## src/hw/fpu_share_defines.svh

```systemverilog
// Cluster sizing for the shared FP cluster
// Core and unit counts, operand, opcode, flag and ID widths
// Pipeline depth of one shared unit

`ifndef FPU_SHARE_DEFINES_SVH
`define FPU_SHARE_DEFINES_SVH

////////////////////
// Cluster sizing

`define FPU_NB_CORES    4
`define FPU_NB_UNITS    2

////////////////////
// Field widths

`define FPU_DATA_WIDTH  32
`define FPU_OP_WIDTH    3
// Flag order is NV DZ OF UF NX, NV in the MSB
`define FPU_FLAGS_WIDTH 5
`define FPU_ID_WIDTH    2

// Unit pipeline depth, issue to response
`define FPU_UNIT_LAT    2

`endif

```

## src/hw/fpu_share_pkg.sv

```systemverilog
// Types shared by the FP cluster
// Operation codes, FP32 operand views, request, issue and response records

`include "fpu_share_defines.svh"

package fpu_share_pkg;

   // Operations that need no rounding
   typedef enum logic [`FPU_OP_WIDTH-1:0] {
      SGNJ  = 3'd0,
      SGNJN = 3'd1,
      SGNJX = 3'd2,
      MIN   = 3'd3,
      MAX   = 3'd4,
      EQ    = 3'd5,
      LT    = 3'd6,
      LE    = 3'd7
   } fpu_op_e;

   // Single precision fields
   typedef struct packed {
      logic        sign;
      logic [7:0]  exponent;
      logic [22:0] mantissa;
   } fp32_t;

   // Operand seen either as a raw word or as fields
   typedef union packed {
      logic [`FPU_DATA_WIDTH-1:0] raw;
      fp32_t                      fields;
   } fp_word_u;

   typedef struct packed {
      fpu_op_e  op;
      fp_word_u opa;
      fp_word_u opb;
   } fpu_req_t;

   // Request plus the ID of the core it came from
   typedef struct packed {
      logic [`FPU_ID_WIDTH-1:0] id;
      fpu_req_t                 req;
   } fpu_issue_t;

   typedef struct packed {
      logic [`FPU_DATA_WIDTH-1:0]  data;
      logic [`FPU_FLAGS_WIDTH-1:0] flags;
   } fpu_rsp_t;

endpackage

```

## src/hw/fpu_share_arbiter.sv

```systemverilog
// Round-robin allocation of shared FP units to cores
// Per-core busy marks enforce one outstanding request per core
// Builds the issue record by tagging each request with its core ID

`timescale 1ns/1ps

`include "fpu_share_defines.svh"

module fpu_share_arbiter (
   input  logic                                          clk,
   input  logic                                          arst_n_i,

   input  logic [`FPU_NB_CORES-1:0]                      core_req_i,
   input  fpu_share_pkg::fpu_req_t [`FPU_NB_CORES-1:0]   core_req_data_i,
   output logic [`FPU_NB_CORES-1:0]                      core_gnt_o,
   input  logic [`FPU_NB_CORES-1:0]                      rsp_done_i,

   output logic [`FPU_NB_UNITS-1:0]                      unit_req_o,
   output fpu_share_pkg::fpu_issue_t [`FPU_NB_UNITS-1:0] unit_issue_o,
   input  logic [`FPU_NB_UNITS-1:0]                      unit_gnt_i
);

   localparam int unsigned ID_W = `FPU_ID_WIDTH;

   logic [ID_W-1:0]                          ptr_q;
   logic [`FPU_NB_CORES-1:0]                 busy_q;
   logic [`FPU_NB_CORES-1:0]                 eligible;
   logic [`FPU_NB_UNITS-1:0][ID_W-1:0]       unit_id;
   logic [ID_W-1:0]                          scan_idx;
   logic [ID_W-1:0]                          last_core;

   assign eligible = core_req_i & ~busy_q;

   ////////////////////
   // Matching

   // Free units take cores in index order, each scan starting at the pointer
   always_comb
   begin
      core_gnt_o = '0;
      unit_req_o = '0;
      unit_id    = '0;
      scan_idx   = '0;
      last_core  = ptr_q;
      for (int u = 0; u < `FPU_NB_UNITS; u++)
      begin
         for (int k = 0; k < `FPU_NB_CORES; k++)
         begin
            scan_idx = ID_W'((int'(ptr_q) + k) % `FPU_NB_CORES);
            if (unit_gnt_i[u] && !unit_req_o[u] && eligible[scan_idx] &&
                !core_gnt_o[scan_idx])
            begin
               unit_req_o[u]        = 1'b1;
               unit_id[u]           = scan_idx;
               core_gnt_o[scan_idx] = 1'b1;
               last_core            = scan_idx;
            end
         end
      end
   end

   always_comb
   begin
      for (int u = 0; u < `FPU_NB_UNITS; u++)
      begin
         unit_issue_o[u].id  = unit_id[u];
         unit_issue_o[u].req = core_req_data_i[unit_id[u]];
      end
   end

   ////////////////////
   // Pointer and busy marks

   always_ff @(posedge clk or negedge arst_n_i)
   begin
      if (!arst_n_i)
      begin
         ptr_q  <= '0;
         busy_q <= '0;
      end
      else
      begin
         busy_q <= (busy_q & ~rsp_done_i) | core_gnt_o;
         // Skip past the last core served this cycle
         if (|core_gnt_o)
         begin
            ptr_q <= (last_core == ID_W'(`FPU_NB_CORES - 1)) ? '0 : last_core + 1'b1;
         end
      end
   end

endmodule

```

## src/hw/fpu_share_cluster.sv

```systemverilog
// Shared FP cluster top level
// Arbiter, shared FP units and response router

`timescale 1ns/1ps

`include "fpu_share_defines.svh"

module fpu_share_cluster (
   input  logic                                         clk,
   input  logic                                         arst_n_i,

   input  logic [`FPU_NB_CORES-1:0]                     core_req_i,
   input  fpu_share_pkg::fpu_req_t [`FPU_NB_CORES-1:0]  core_req_data_i,
   output logic [`FPU_NB_CORES-1:0]                     core_gnt_o,

   output logic [`FPU_NB_CORES-1:0]                     core_rvalid_o,
   input  logic [`FPU_NB_CORES-1:0]                     core_rready_i,
   output fpu_share_pkg::fpu_rsp_t [`FPU_NB_CORES-1:0]  core_rsp_o
);

   logic [`FPU_NB_UNITS-1:0]                      unit_req, unit_gnt;
   fpu_share_pkg::fpu_issue_t [`FPU_NB_UNITS-1:0] unit_issue;
   logic [`FPU_NB_UNITS-1:0]                      unit_rvalid, unit_rready;
   fpu_share_pkg::fpu_rsp_t [`FPU_NB_UNITS-1:0]   unit_rsp;
   logic [`FPU_NB_UNITS-1:0][`FPU_ID_WIDTH-1:0]   unit_rid;
   logic [`FPU_NB_CORES-1:0]                      rsp_done;

   fpu_share_arbiter i_arbiter (
      .clk             ( clk             ),
      .arst_n_i        ( arst_n_i        ),
      .core_req_i      ( core_req_i      ),
      .core_req_data_i ( core_req_data_i ),
      .core_gnt_o      ( core_gnt_o      ),
      .rsp_done_i      ( rsp_done        ),
      .unit_req_o      ( unit_req        ),
      .unit_issue_o    ( unit_issue      ),
      .unit_gnt_i      ( unit_gnt        )
   );

   for (genvar u = 0; u < `FPU_NB_UNITS; u++)
   begin : g_unit
      fpu_share_unit i_unit (
         .clk         ( clk            ),
         .arst_n_i    ( arst_n_i       ),
         .issue_req_i ( unit_req[u]    ),
         .issue_i     ( unit_issue[u]  ),
         .issue_gnt_o ( unit_gnt[u]    ),
         .rvalid_o    ( unit_rvalid[u] ),
         .rsp_o       ( unit_rsp[u]    ),
         .rid_o       ( unit_rid[u]    ),
         .rready_i    ( unit_rready[u] )
      );
   end

   fpu_share_resp_router i_resp_router (
      .unit_rvalid_i ( unit_rvalid   ),
      .unit_rsp_i    ( unit_rsp      ),
      .unit_rid_i    ( unit_rid      ),
      .unit_rready_o ( unit_rready   ),
      .core_rvalid_o ( core_rvalid_o ),
      .core_rsp_o    ( core_rsp_o    ),
      .core_rready_i ( core_rready_i ),
      .rsp_done_o    ( rsp_done      )
   );

endmodule

```

## src/hw/fpu_share_ops.sv

```systemverilog
// FP32 operations without rounding
// Sign injection, min/max with NaN handling, EQ/LT/LE compares
// Invalid flag for NaN operands

`timescale 1ns/1ps

`include "fpu_share_defines.svh"

module fpu_share_ops (
   input  fpu_share_pkg::fpu_op_e  op_i,
   input  fpu_share_pkg::fp_word_u opa_i,
   input  fpu_share_pkg::fp_word_u opb_i,
   output fpu_share_pkg::fpu_rsp_t rsp_o
);

   localparam logic [`FPU_DATA_WIDTH-1:0] CANON_NAN = 32'h7FC0_0000;

   logic                    a_nan, b_nan, a_snan, b_snan, any_nan;
   logic                    both_zero, a_lt_b, lt_ieee, eq_ieee, nv;
   fpu_share_pkg::fp_word_u res;

   assign a_nan   = (&opa_i.fields.exponent) && (|opa_i.fields.mantissa);
   assign b_nan   = (&opb_i.fields.exponent) && (|opb_i.fields.mantissa);
   // Quiet bit is the mantissa MSB
   assign a_snan  = a_nan && !opa_i.fields.mantissa[22];
   assign b_snan  = b_nan && !opb_i.fields.mantissa[22];
   assign any_nan = a_nan || b_nan;

   // Total order on non-NaN values, -0 below +0
   assign a_lt_b = (opa_i.fields.sign != opb_i.fields.sign) ? opa_i.fields.sign :
                   opa_i.fields.sign ? (opa_i.raw[30:0] > opb_i.raw[30:0]) :
                                       (opa_i.raw[30:0] < opb_i.raw[30:0]);

   // Compares treat the two zeros as equal
   assign both_zero = (opa_i.raw[30:0] == '0) && (opb_i.raw[30:0] == '0);
   assign lt_ieee   = a_lt_b && !both_zero;
   assign eq_ieee   = (opa_i.raw == opb_i.raw) || both_zero;

   always_comb
   begin
      res = opa_i;
      nv  = 1'b0;
      case (op_i)
         fpu_share_pkg::SGNJ:  res.fields.sign = opb_i.fields.sign;
         fpu_share_pkg::SGNJN: res.fields.sign = ~opb_i.fields.sign;
         fpu_share_pkg::SGNJX: res.fields.sign = opa_i.fields.sign ^ opb_i.fields.sign;
         fpu_share_pkg::MIN, fpu_share_pkg::MAX:
         begin
            nv = a_snan || b_snan;
            if (a_nan && b_nan)
               res.raw = CANON_NAN;
            else if (a_nan)
               res = opb_i;
            else if (b_nan)
               res = opa_i;
            else if (op_i == fpu_share_pkg::MIN)
               res = a_lt_b ? opa_i : opb_i;
            else
               res = a_lt_b ? opb_i : opa_i;
         end
         fpu_share_pkg::EQ:
         begin
            nv      = a_snan || b_snan;
            res.raw = `FPU_DATA_WIDTH'(!any_nan && eq_ieee);
         end
         fpu_share_pkg::LT:
         begin
            nv      = any_nan;
            res.raw = `FPU_DATA_WIDTH'(!any_nan && lt_ieee);
         end
         fpu_share_pkg::LE:
         begin
            nv      = any_nan;
            res.raw = `FPU_DATA_WIDTH'(!any_nan && (lt_ieee || eq_ieee));
         end
         default: res.raw = '0;
      endcase
   end

   assign rsp_o.data  = res.raw;
   assign rsp_o.flags = {nv, {(`FPU_FLAGS_WIDTH - 1){1'b0}}};

endmodule

```

## src/hw/fpu_share_resp_router.sv

```systemverilog
// Response steering from shared units back to cores
// Returns the target core's rready and flags completed handshakes

`timescale 1ns/1ps

`include "fpu_share_defines.svh"

module fpu_share_resp_router (
   input  logic [`FPU_NB_UNITS-1:0]                     unit_rvalid_i,
   input  fpu_share_pkg::fpu_rsp_t [`FPU_NB_UNITS-1:0]  unit_rsp_i,
   input  logic [`FPU_NB_UNITS-1:0][`FPU_ID_WIDTH-1:0]  unit_rid_i,
   output logic [`FPU_NB_UNITS-1:0]                     unit_rready_o,

   output logic [`FPU_NB_CORES-1:0]                     core_rvalid_o,
   output fpu_share_pkg::fpu_rsp_t [`FPU_NB_CORES-1:0]  core_rsp_o,
   input  logic [`FPU_NB_CORES-1:0]                     core_rready_i,

   output logic [`FPU_NB_CORES-1:0]                     rsp_done_o
);

   // One outstanding request per core, so no two units aim at one core
   always_comb
   begin
      core_rvalid_o = '0;
      core_rsp_o    = '0;
      for (int u = 0; u < `FPU_NB_UNITS; u++)
      begin
         unit_rready_o[u] = core_rready_i[unit_rid_i[u]];
         if (unit_rvalid_i[u])
         begin
            core_rvalid_o[unit_rid_i[u]] = 1'b1;
            core_rsp_o[unit_rid_i[u]]    = unit_rsp_i[u];
         end
      end
   end

   ////////////////////
   // Completion

   // Frees the core's busy mark in the arbiter
   assign rsp_done_o = core_rvalid_o & core_rready_i;

endmodule

```

## src/hw/fpu_share_unit.sv

```systemverilog
// One shared FP unit
// Stage 1 holds the issued request, stage 2 holds result and core ID
// Output stage waits for rready, stage 1 stalls behind it

`timescale 1ns/1ps

`include "fpu_share_defines.svh"

module fpu_share_unit (
   input  logic                       clk,
   input  logic                       arst_n_i,

   input  logic                       issue_req_i,
   input  fpu_share_pkg::fpu_issue_t  issue_i,
   output logic                       issue_gnt_o,

   output logic                       rvalid_o,
   output fpu_share_pkg::fpu_rsp_t    rsp_o,
   output logic [`FPU_ID_WIDTH-1:0]   rid_o,
   input  logic                       rready_i
);

   localparam int unsigned NB_STAGES = `FPU_UNIT_LAT;

   logic [NB_STAGES-1:0]        valid_q;
   fpu_share_pkg::fpu_issue_t   s1_q;
   fpu_share_pkg::fpu_rsp_t     ops_rsp;
   fpu_share_pkg::fpu_rsp_t     s2_rsp_q;
   logic [`FPU_ID_WIDTH-1:0]    s2_id_q;
   logic                        s2_free, s1_load, s2_load;

   assign s2_free     = !valid_q[1] || rready_i;
   // Only an empty input stage accepts
   assign issue_gnt_o = !valid_q[0];
   assign s1_load     = issue_req_i && issue_gnt_o;
   assign s2_load     = valid_q[0] && s2_free;

   fpu_share_ops i_ops (
      .op_i  ( s1_q.req.op  ),
      .opa_i ( s1_q.req.opa ),
      .opb_i ( s1_q.req.opb ),
      .rsp_o ( ops_rsp      )
   );

   always_ff @(posedge clk or negedge arst_n_i)
   begin
      if (!arst_n_i)
      begin
         valid_q <= '0;
      end
      else
      begin
         valid_q[0] <= s1_load || (valid_q[0] && !s2_free);
         valid_q[1] <= s2_load || (valid_q[1] && !rready_i);
      end
   end

   always_ff @(posedge clk)
   begin
      if (s1_load)
         s1_q <= issue_i;
      if (s2_load)
      begin
         s2_rsp_q <= ops_rsp;
         s2_id_q  <= s1_q.id;
      end
   end

   assign rvalid_o = valid_q[1];
   assign rsp_o    = s2_rsp_q;
   assign rid_o    = s2_id_q;

endmodule
```

## config.mk

```make
export PLATFORM = sky130hd
export DESIGN_NAME = fpu_share_cluster
export DESIGN_NICKNAME = d
export VERILOG_FILES = /design/src/hw/fpu_share_pkg.sv /design/src/hw/fpu_share_arbiter.sv /design/src/hw/fpu_share_cluster.sv /design/src/hw/fpu_share_ops.sv /design/src/hw/fpu_share_resp_router.sv /design/src/hw/fpu_share_unit.sv
export VERILOG_INCLUDE_DIRS = /design/src /design/src/hw
export SDC_FILE = /design/constraint.sdc
export NUM_CORES = 1
export LEC_CHECK = 0
export BUFFER_PORTS_ARGS = -buffer_cell sky130_fd_sc_hd__buf_4
export CAP_MARGIN = 20
export CORE_UTILIZATION = 40
export CTS_CLUSTER_DIAMETER = 30
export DETAILED_ROUTE_END_ITERATION = 12
export GPL_TIMING_DRIVEN = 0
export PLACE_DENSITY = 0.65
export SETUP_SLACK_MARGIN = 0.4
export SLEW_MARGIN = 20
export SYNTH_ARGS = -nofsm -noshare
export SYNTH_HDL_FRONTEND = slang
export SYNTH_SLANG_ARGS = --single-unit
```

## constraint.sdc

```tcl
create_clock -name clk -period 8.48 [get_ports clk]
set_input_delay 1.696 -clock clk [delete_from_list [all_inputs] [get_ports clk]]
set_output_delay 1.696 -clock clk [all_outputs]
set_load 0.02 [all_outputs]
```

==> results by group, run 1 <==
Global route
  • Largest net degree at the start of global routing: 42
  • Gr ovfl total: 0
  • GRT Util Overall: 0.318
  • Vias in the first global route: 16.8k
  • Initial antenna violation count: 1
  • First-pass GRT wire length: roughly 110000 µm

Synthesis
  • Post-synthesis instance area: 17400 µm²
  • Number of synthesized flops with an enable pin: between 200 and 250
  • Mapped Cells: a little under 2k
  • Avg Synthesized Cell Area: approximately 9 µm²
  • Top-count cell post-synth: nand2_1
  • Synth area leaders: edfxtp_1, mux2i_1, nand2_1, ha_1, a22o_1
  • Seq/Total Area, Yosys: 0.373
  • Async SR Flop Fraction: 0.0459
  • Yosys warns: 0
  • Yosys cell types: 78
  • Commonest cells post-synth: nand2_1, edfxtp_1, mux2i_1, a21oi_1
  • Yosys reg bits: about 220
  • Synth area leader: edfxtp_1
  • Yosys top cell area share: 0.359
  • Top FF cell, synth: edfxtp_1

Detailed routing
  • Detailed Route WL: between 70000 and 80000 µm
  • Detail Route Antenna Nets: 0
  • Highest Signal Layer: met5
  • Via count: 17.9k
  • Avg Vias per Cell: about 5.8
  • DR WL/cell: approximately 24 µm
  • Met3 WL: between 5000 and 6000 µm
  • DRT Pass-1 Iters: 8
  • Drt drc: 0
  • Met2 wire len: between 30000 and 40000 µm
  • Met1 WL: 31000 µm
  • DR iter-0 viols: 1956

Setup path
  • Critical path data required time: 6780 ps
  • Startpoint types: input port
  • Max stage delay on crit path: roughly 570 ps
  • Worst path top cell family by delay: multiplexers
  • Crit path max fanout: 10
  • Reg-to-reg endpoint: g_unit[1].i_unit.s1_q[42]
  • Cell mode on critical path: mux4_2
  • CP Data Arrival Time: 6180 ps
  • CP Buf/Inv Count: 3
  • Setup CP Type: input port to output pin
  • Worst R2R Setup Slack: 1940 ps
  • Crit. End Element: output pin
  • Reg2Reg Depth: 23
  • Crit path max-delay cell type: mux4_2
  • Worst r2r src: i_arbiter.ptr_q[0]
  • CP Cell Sequence: buf_4 -> nor2b_1 -> mux4_2 -> a211oi_4 -> a22o_1 -> or3_1 -> mux4_2 -> o21ai_1 -> a41oi_2 -> buf_6 -> a211oi_2 -> o21a_1 -> nand2_1 -> mux4_2 -> nor3_4 -> a21o_1 -> buf_4

Layout
  • Final instance area: 23000 µm²
  • Layout cells sized above 1: 0.238
  • Syn-to-layout area delta: 32.0%
  • Nets: ~2.8k
  • Final core utilization: 0.534
  • Cell Count, Final, Fillers Out: slightly above 3k
  • Antenna cell count: 0

Place
  • DPL Wire Length: around 60000 µm
  • Placed insts: between 2k and 3k
  • Number of port buffers: around 420
  • Placer Congestion: about 0.96
  • Post-DP Area: between 20000 and 25000 µm²

Die
  • Core outline area: 43000 µm²
  • Die H: about 210 µm
  • Initial Util: 0.405
  • Core Rows: 76
  • Top-Level Pins: 434
  • Die area: roughly 44000 µm²
  • Die Wd: 211 µm

Flow run
  • Maximum capacitance violations: 0

STA
  • Slew headroom: 0.324
  • RSZ-0062 raised after global routing: no
  • Setup Skew: between 10 and 15 ps
  • Final Setup Violations: 0
  • Final Hold Fails: 0
  • Max Fclk: around 0.13 GHz
  • Slew Viols, Final: 0
  • Final period utilization: 0.928
  • Worst slew pin tran: about 1000 ps
  • Hold WS: 423 ps
  • Minimum clock period: between 7000 and 8000 ps

Clocking
  • Clock slew at the register clock pins of the worst setup and hold paths: ~50 ps
  • Clock Path Buffers: 3
  • H-tree levels: 2
  • Root buf cell: clkbuf_16
  • CTS Hold Bufs: 0
  • CTS Buf Count: 37
  • CTS tree: done
  • Clock sink total: ~220
  • Worst skew pair latency: 520 ps

Worst hold path
  • Hold Path End: g_unit[0].i_unit.rid_o[0]
  • Hold_sp: g_unit[0].i_unit.s1_q[67]
  • Worst Hold Depth: 0
  • HP Class: register to register

Status
  • Outcome: completed
sequential cells by signal (all words and copies together) (netlist names):
| name | count |
|---|---|
| i_arbiter.ptr_q | 2 |
| i_arbiter.busy_q | 4 |
| g_unit.i_unit.valid_q | 4 |
| g_unit.i_unit.rsp_o | 66 |
| g_unit.i_unit.s1_q | 138 |
| g_unit.i_unit.rid_o | 4 |
layout by cell type, fill, tap and decap left out, types with 5 or more instances in the layout:
master,instances
buf_12,9
nand3_1,16
a31oi_1,72
buf_2,9
dfrtp_1,9
ha_1,74
nor2b_1,10
buf_1,5
clkinvlp_4,8
and3_1,68
edfxtp_1,208
a21o_1,28
nor4_1,33
nor2_1,44
o2111ai_1,7
or3_1,8
conb_1,16
o211ai_1,8
nand2b_1,13
mux4_2,7
mux2i_1,205
nand4_1,25
a22o_1,99
inv_8,5
o21a_1,15
buf_4,441
inv_1,84
clkbuf_1,101
nand2_1,512
o21ai_0,24
nor3_1,22
a21oi_1,125
inv_6,6
clkbuf_16,39
per-layer routing:
layer / vias up / GRT usage
li1: 8175 / -
met4: 2 / 0.0947
met3: 135 / 0.0429
met2: 1016 / 0.522
met1: 8559 / 0.435
met5: - / 0
layout make-up:
cell class,instances,area (µm²)
well taps,585,732
flip-flops and latches,218,6500
repair buffers,426,3300
plain buffers,148,788
fillers,3997,20000
inverters,88,330
multi-input cells,1535,10100
clock buffers,41,983
clock inverters,27,273
how the worst max path moves through the flow:
stage | to | startpoint | slack, ps | cells after the start
after floorplan | g_unit[1].i_unit.s1_q[0] | core_req_i[1] | 1480 | 14
after global placement | g_unit[1].i_unit.s1_q[11] | i_arbiter.ptr_q[0] | -830 | 18
after detailed placement | core_gnt_o[3] | i_arbiter.ptr_q[0] | 270 | 20
after CTS | core_gnt_o[3] | i_arbiter.ptr_q[0] | 410 | 20
after global routing | core_gnt_o[3] | i_arbiter.ptr_q[0] | 370 | 21
final | core_gnt_o[3] | core_req_i[2] | 610 | 17
worst reg2reg max path, cell delays in order, from the launching register on:
cell,delay (ps)
dfrtp_2,470
inv_1,150
buf_4,220
buf_6,220
ha_1,360
and3b_1,290
nor4_2,260
a211oi_2,100
buf_4,200
nor4bb_4,340
nor3_2,150
o2111ai_1,250
nand3_1,160
a41oi_2,310
buf_6,200
a2111oi_4,100
o21ai_1,330
nand2_1,150
or3_1,420
o311a_1,390
inv_2,140
buf_6,210
buf_2,340
mux2i_1,510
stage by stage:
step / setup WS [ps] / setup TNS, ps
CTS: 415 / 0
floorplan: 1480 / 0
detailed placement: 269 / 0
global placement: -829 / -58100
finish: 607 / 0
global route: 367 / 0
repair_timing:
item,CTS,global route
pin swaps,2,6
setup endpoints to repair,4,4
gates resized for setup,13,24
buffers inserted,1,2
kinds of logic (layout without fill, tap and decap cells):
| kind of cell | after synthesis | after routing | synth area share |
|---|---|---|---|
| AND/OR/NAND/NOR | 804 | 804 | 0.211 |
| flip-flops | 218 | 218 | 0.373 |
| other | 1 | 16 | 0.000216 |
| multiplexers | 214 | 214 | 0.128 |
| AO/OA/AOI/OAI | 423 | 423 | 0.168 |
| buffers and inverters | 236 | 730 | 0.0637 |
| XOR/XNOR | 4 | 4 | 0.00201 |
| adder cells (fa/ha/maj) | 74 | 74 | 0.0532 |
Power of run 1 is left out: the tool's default activity adds up to more than one toggle a clock period on the data nets, which glitch-free logic cannot reach.
==> run 2, diff against run 1 <==
--- a/config.mk
+++ b/config.mk
@@ -6,13 +6,14 @@
 export SDC_FILE = /design/constraint.sdc
 export NUM_CORES = 1
 export LEC_CHECK = 0
+export ABC_AREA = 1
 export BUFFER_PORTS_ARGS = -buffer_cell sky130_fd_sc_hd__buf_4
 export CAP_MARGIN = 20
 export CORE_UTILIZATION = 40
 export CTS_CLUSTER_DIAMETER = 30
+export CTS_CLUSTER_SIZE = 24
 export DETAILED_ROUTE_END_ITERATION = 12
 export GPL_TIMING_DRIVEN = 0
-export PLACE_DENSITY = 0.65
 export SETUP_SLACK_MARGIN = 0.4
 export SLEW_MARGIN = 20
 export SYNTH_ARGS = -nofsm -noshare
==> results by group, run 2 <==
Pwr
  • Max VDD drop: roughly 0.16 mV
  • Cell Pwr Density: between 100 and 150 nW/µm²
  • Pleak: ~11 nW

Die
  • Core outline area: about 45000 µm²
  • Die H: approximately 220 µm
  • Core Rows: 78
  • Die Wd: between 200 and 250 µm
  • Initial Util: 0.405
  • Die area: 46700 µm²
  • Top-Level Pins: 434

Place
  • Placer Congestion: just under 1
  • Placed insts: ~3.6k
  • Number of port buffers: roughly 420
  • DPL Wire Length: about 68000 µm

Detailed routing
  • Avg Vias per Cell: 5.67
  • DRT Pass-1 Iters: 6
  • Detail Route Antenna Nets: 0
  • DR WL/cell: around 22 µm
  • Drt drc: 0
  • Detailed Route WL: between 80000 and 90000 µm
  • Via count: between 20k and 25k
  • DR iter-0 viols: between 2k and 3k

Global route
  • Vias in the first global route: between 15k and 20k
  • First-pass GRT wire length: approximately 120000 µm
  • GRT Util Overall: 0.343
  • Gr ovfl total: 0
  • Initial antenna violation count: 3
  • Largest net degree at the start of global routing: slightly above 60

Flow run
  • Maximum capacitance violations: 0

Setup path
  • Worst r2r src: i_arbiter.ptr_q[0]
  • Crit path max fanout: 13
  • Reg2Reg Depth: 30
  • Max stage delay on crit path: approximately 440 ps
  • Worst R2R Setup Slack: between 2000 and 3000 ps
  • Critical path data required time: approximately 6800 ps
  • CP Data Arrival Time: around 5000 ps
  • Cell mode on critical path: nand3_1
  • Setup CP Type: register to output pin
  • Reg-to-reg endpoint: g_unit[1].i_unit.s1_q[32]
  • Startpoint types: register
  • Crit path max-delay cell type: dfrtp_1
  • Crit. End Element: output pin

Clocking
  • Clock slew at the register clock pins of the worst setup and hold paths: around 50 ps
  • Clock sink total: ~220
  • Gates resized, CTS repair: 0
  • CTS Hold Bufs: 0
  • Clock Path Buffers: 3
  • H-tree levels: 2
  • Root buf cell: clkbuf_16
  • CTS Buf Count: 44
  • Worst skew pair latency: approximately 560 ps
  • Post-CTS Setup Bufs: 0
  • CTS tree: done

Layout
  • Fill cell count: ~4.4k
  • Largest register FFs: around 140
  • Cell Count, Final, Fillers Out: between 3k and 4k
  • Syn-to-layout area delta: 30.0%
  • Layout cells sized above 1: 0.209
  • Commonest non-fill, non-tap cell in the layout: buf_4
  • Nets: around 3.4k
  • Antenna cell count: 0
  • Top reg by flops: g_unit.i_unit.s1_q
  • Commonest non-fill, non-tap cells in the layout: buf_4, nand2_1, o21ai_0

Worst hold path
  • Worst Hold Depth: 0
  • Hold_sp: g_unit[1].i_unit.s1_q[67]
  • HP Class: register to register
  • Hold Path End: g_unit[1].i_unit.rid_o[0]

STA
  • Final Setup Violations: 0
  • Minimum clock period: between 6000 and 7000 ps
  • RSZ-0062 raised after global routing: no
  • Setup Skew: 26.1 ps
  • Slew Viols, Final: 0
  • TNS Setup: 0 ps
  • Worst slew pin tran: 1030 ps
  • Max Fclk: between 0.15 and 0.2 GHz
  • Final period utilization: 0.777
  • Final Hold Fails: 0
  • Slew headroom: 0.306

Synthesis
  • Number of synthesized flops with an enable pin: around 210
  • Yosys reg bits: between 200 and 250
  • Synth area leader: edfxtp_1
  • Mapped Cells: roughly 2.6k
  • Avg Synthesized Cell Area: between 7 and 8 µm²
  • Yosys cell types: 55
  • Yosys top cell area share: 0.340
  • Top FF cell, synth: edfxtp_1
  • Yosys warns: 0
  • Async SR Flop Fraction: 0.0459
  • Post-synthesis instance area: roughly 18000 µm²
  • Synth area leaders: edfxtp_1, o21ai_0, nand2_1, inv_1, nand3_1
  • Seq/Total Area, Yosys: 0.354
  • Top-count cell post-synth: nand2_1
  • Commonest cells post-synth: nand2_1, o21ai_0, inv_1, nor2_1, nand3_1

Status
  • Outcome: completed
## run 2: changes by cell type in the layout (fill, tap and decap cells not counted), moves of 66 or more
cell	before	now
a21oi_1	125	50
o22ai_1	4	97
o21ai_0	24	391
a31oi_1	72	5
nor2_1	44	229
and3_1	68	0
nand3b_1	4	70
inv_1	84	343
a22o_1	99	6
nand3_1	16	224
nand2_1	512	422
mux2i_1	205	0
## run 2: through the flow
step	power (mW)	setup slack (ps)	util	area (µm²)	hold WS [ps]
2_1_floorplan	1.28	2820	-	18400	400
3_3_place_gp	1.44	536	0.492	22300	490
3_5_place_dp	1.44	2180	0.495	22400	481
4_1_cts	3.10	1890	0.526	23800	512
5_1_grt	3.17	1590	0.526	23800	514
6_report	3.08	1890	0.526	23800	518
## run 2: area by class of cell
type                    count  area, µm²  share of cell area
multi-input cells        1820       9680               0.406
flip-flops and latches    218       6500               0.272
repair buffers            421       3230               0.135
inverters                 359       1360              0.0570
clock buffers              45       1110              0.0468
plain buffers             173        893              0.0375
well taps                 600        751              0.0315
clock inverters            33        322              0.0135
## run 2: report_power, final
group	total [mW]	leakage [nW]	internal, mW	switching (mW)
clock network	1.65	0.700	1.06	0.590
logic	0.251	8.24	0.127	0.124
registers	1.17	2.01	1.17	0
total	3.08	10.9	2.36	0.714
## run 2: worst max-delay path, delay by kind of cell (launching register included)
kind	cells	cell delay (ps)
fa+ha+maj	1	300
simple gates	18	2280
buf+inv	8	1300
flops	1	440
## run 2: how the worst max path moves through the flow
stage,from,to
floorplan,core_req_i[1],g_unit[1].i_unit.s1_q[0]
global placement,core_req_i[1],g_unit[0].i_unit.s1_q[31]
detailed placement,core_req_i[1],core_gnt_o[1]
CTS,i_arbiter.ptr_q[0],core_gnt_o[1]
global route,i_arbiter.ptr_q[0],core_gnt_o[0]
finish,i_arbiter.ptr_q[0],core_gnt_o[1]
## run 2: cell families (layout without fill, tap and decap cells)
kind of cell,count (synthesis),after routing,synth area share
xor+xnor,1,1,0.000478
other cells,1,16,0.000204
compound gates,645,645,0.193
buf+inv,532,1031,0.123
flops,218,218,0.354
fa+ha+maj,74,74,0.0505
simple gates,1084,1084,0.279
## run 2: per-layer routing
metal	up-vias	share of wire	routed length [µm]	GRT usage
met2	1290	0.46	37400	0.554
met3	147	0.093	7670	0.0632
li1	9685	-	-	-
met4	6	0.028	2290	0.101
met5	-	0.00046	38	0
met1	9661	0.42	34800	0.464
Power figures use the tool's default switching activity.
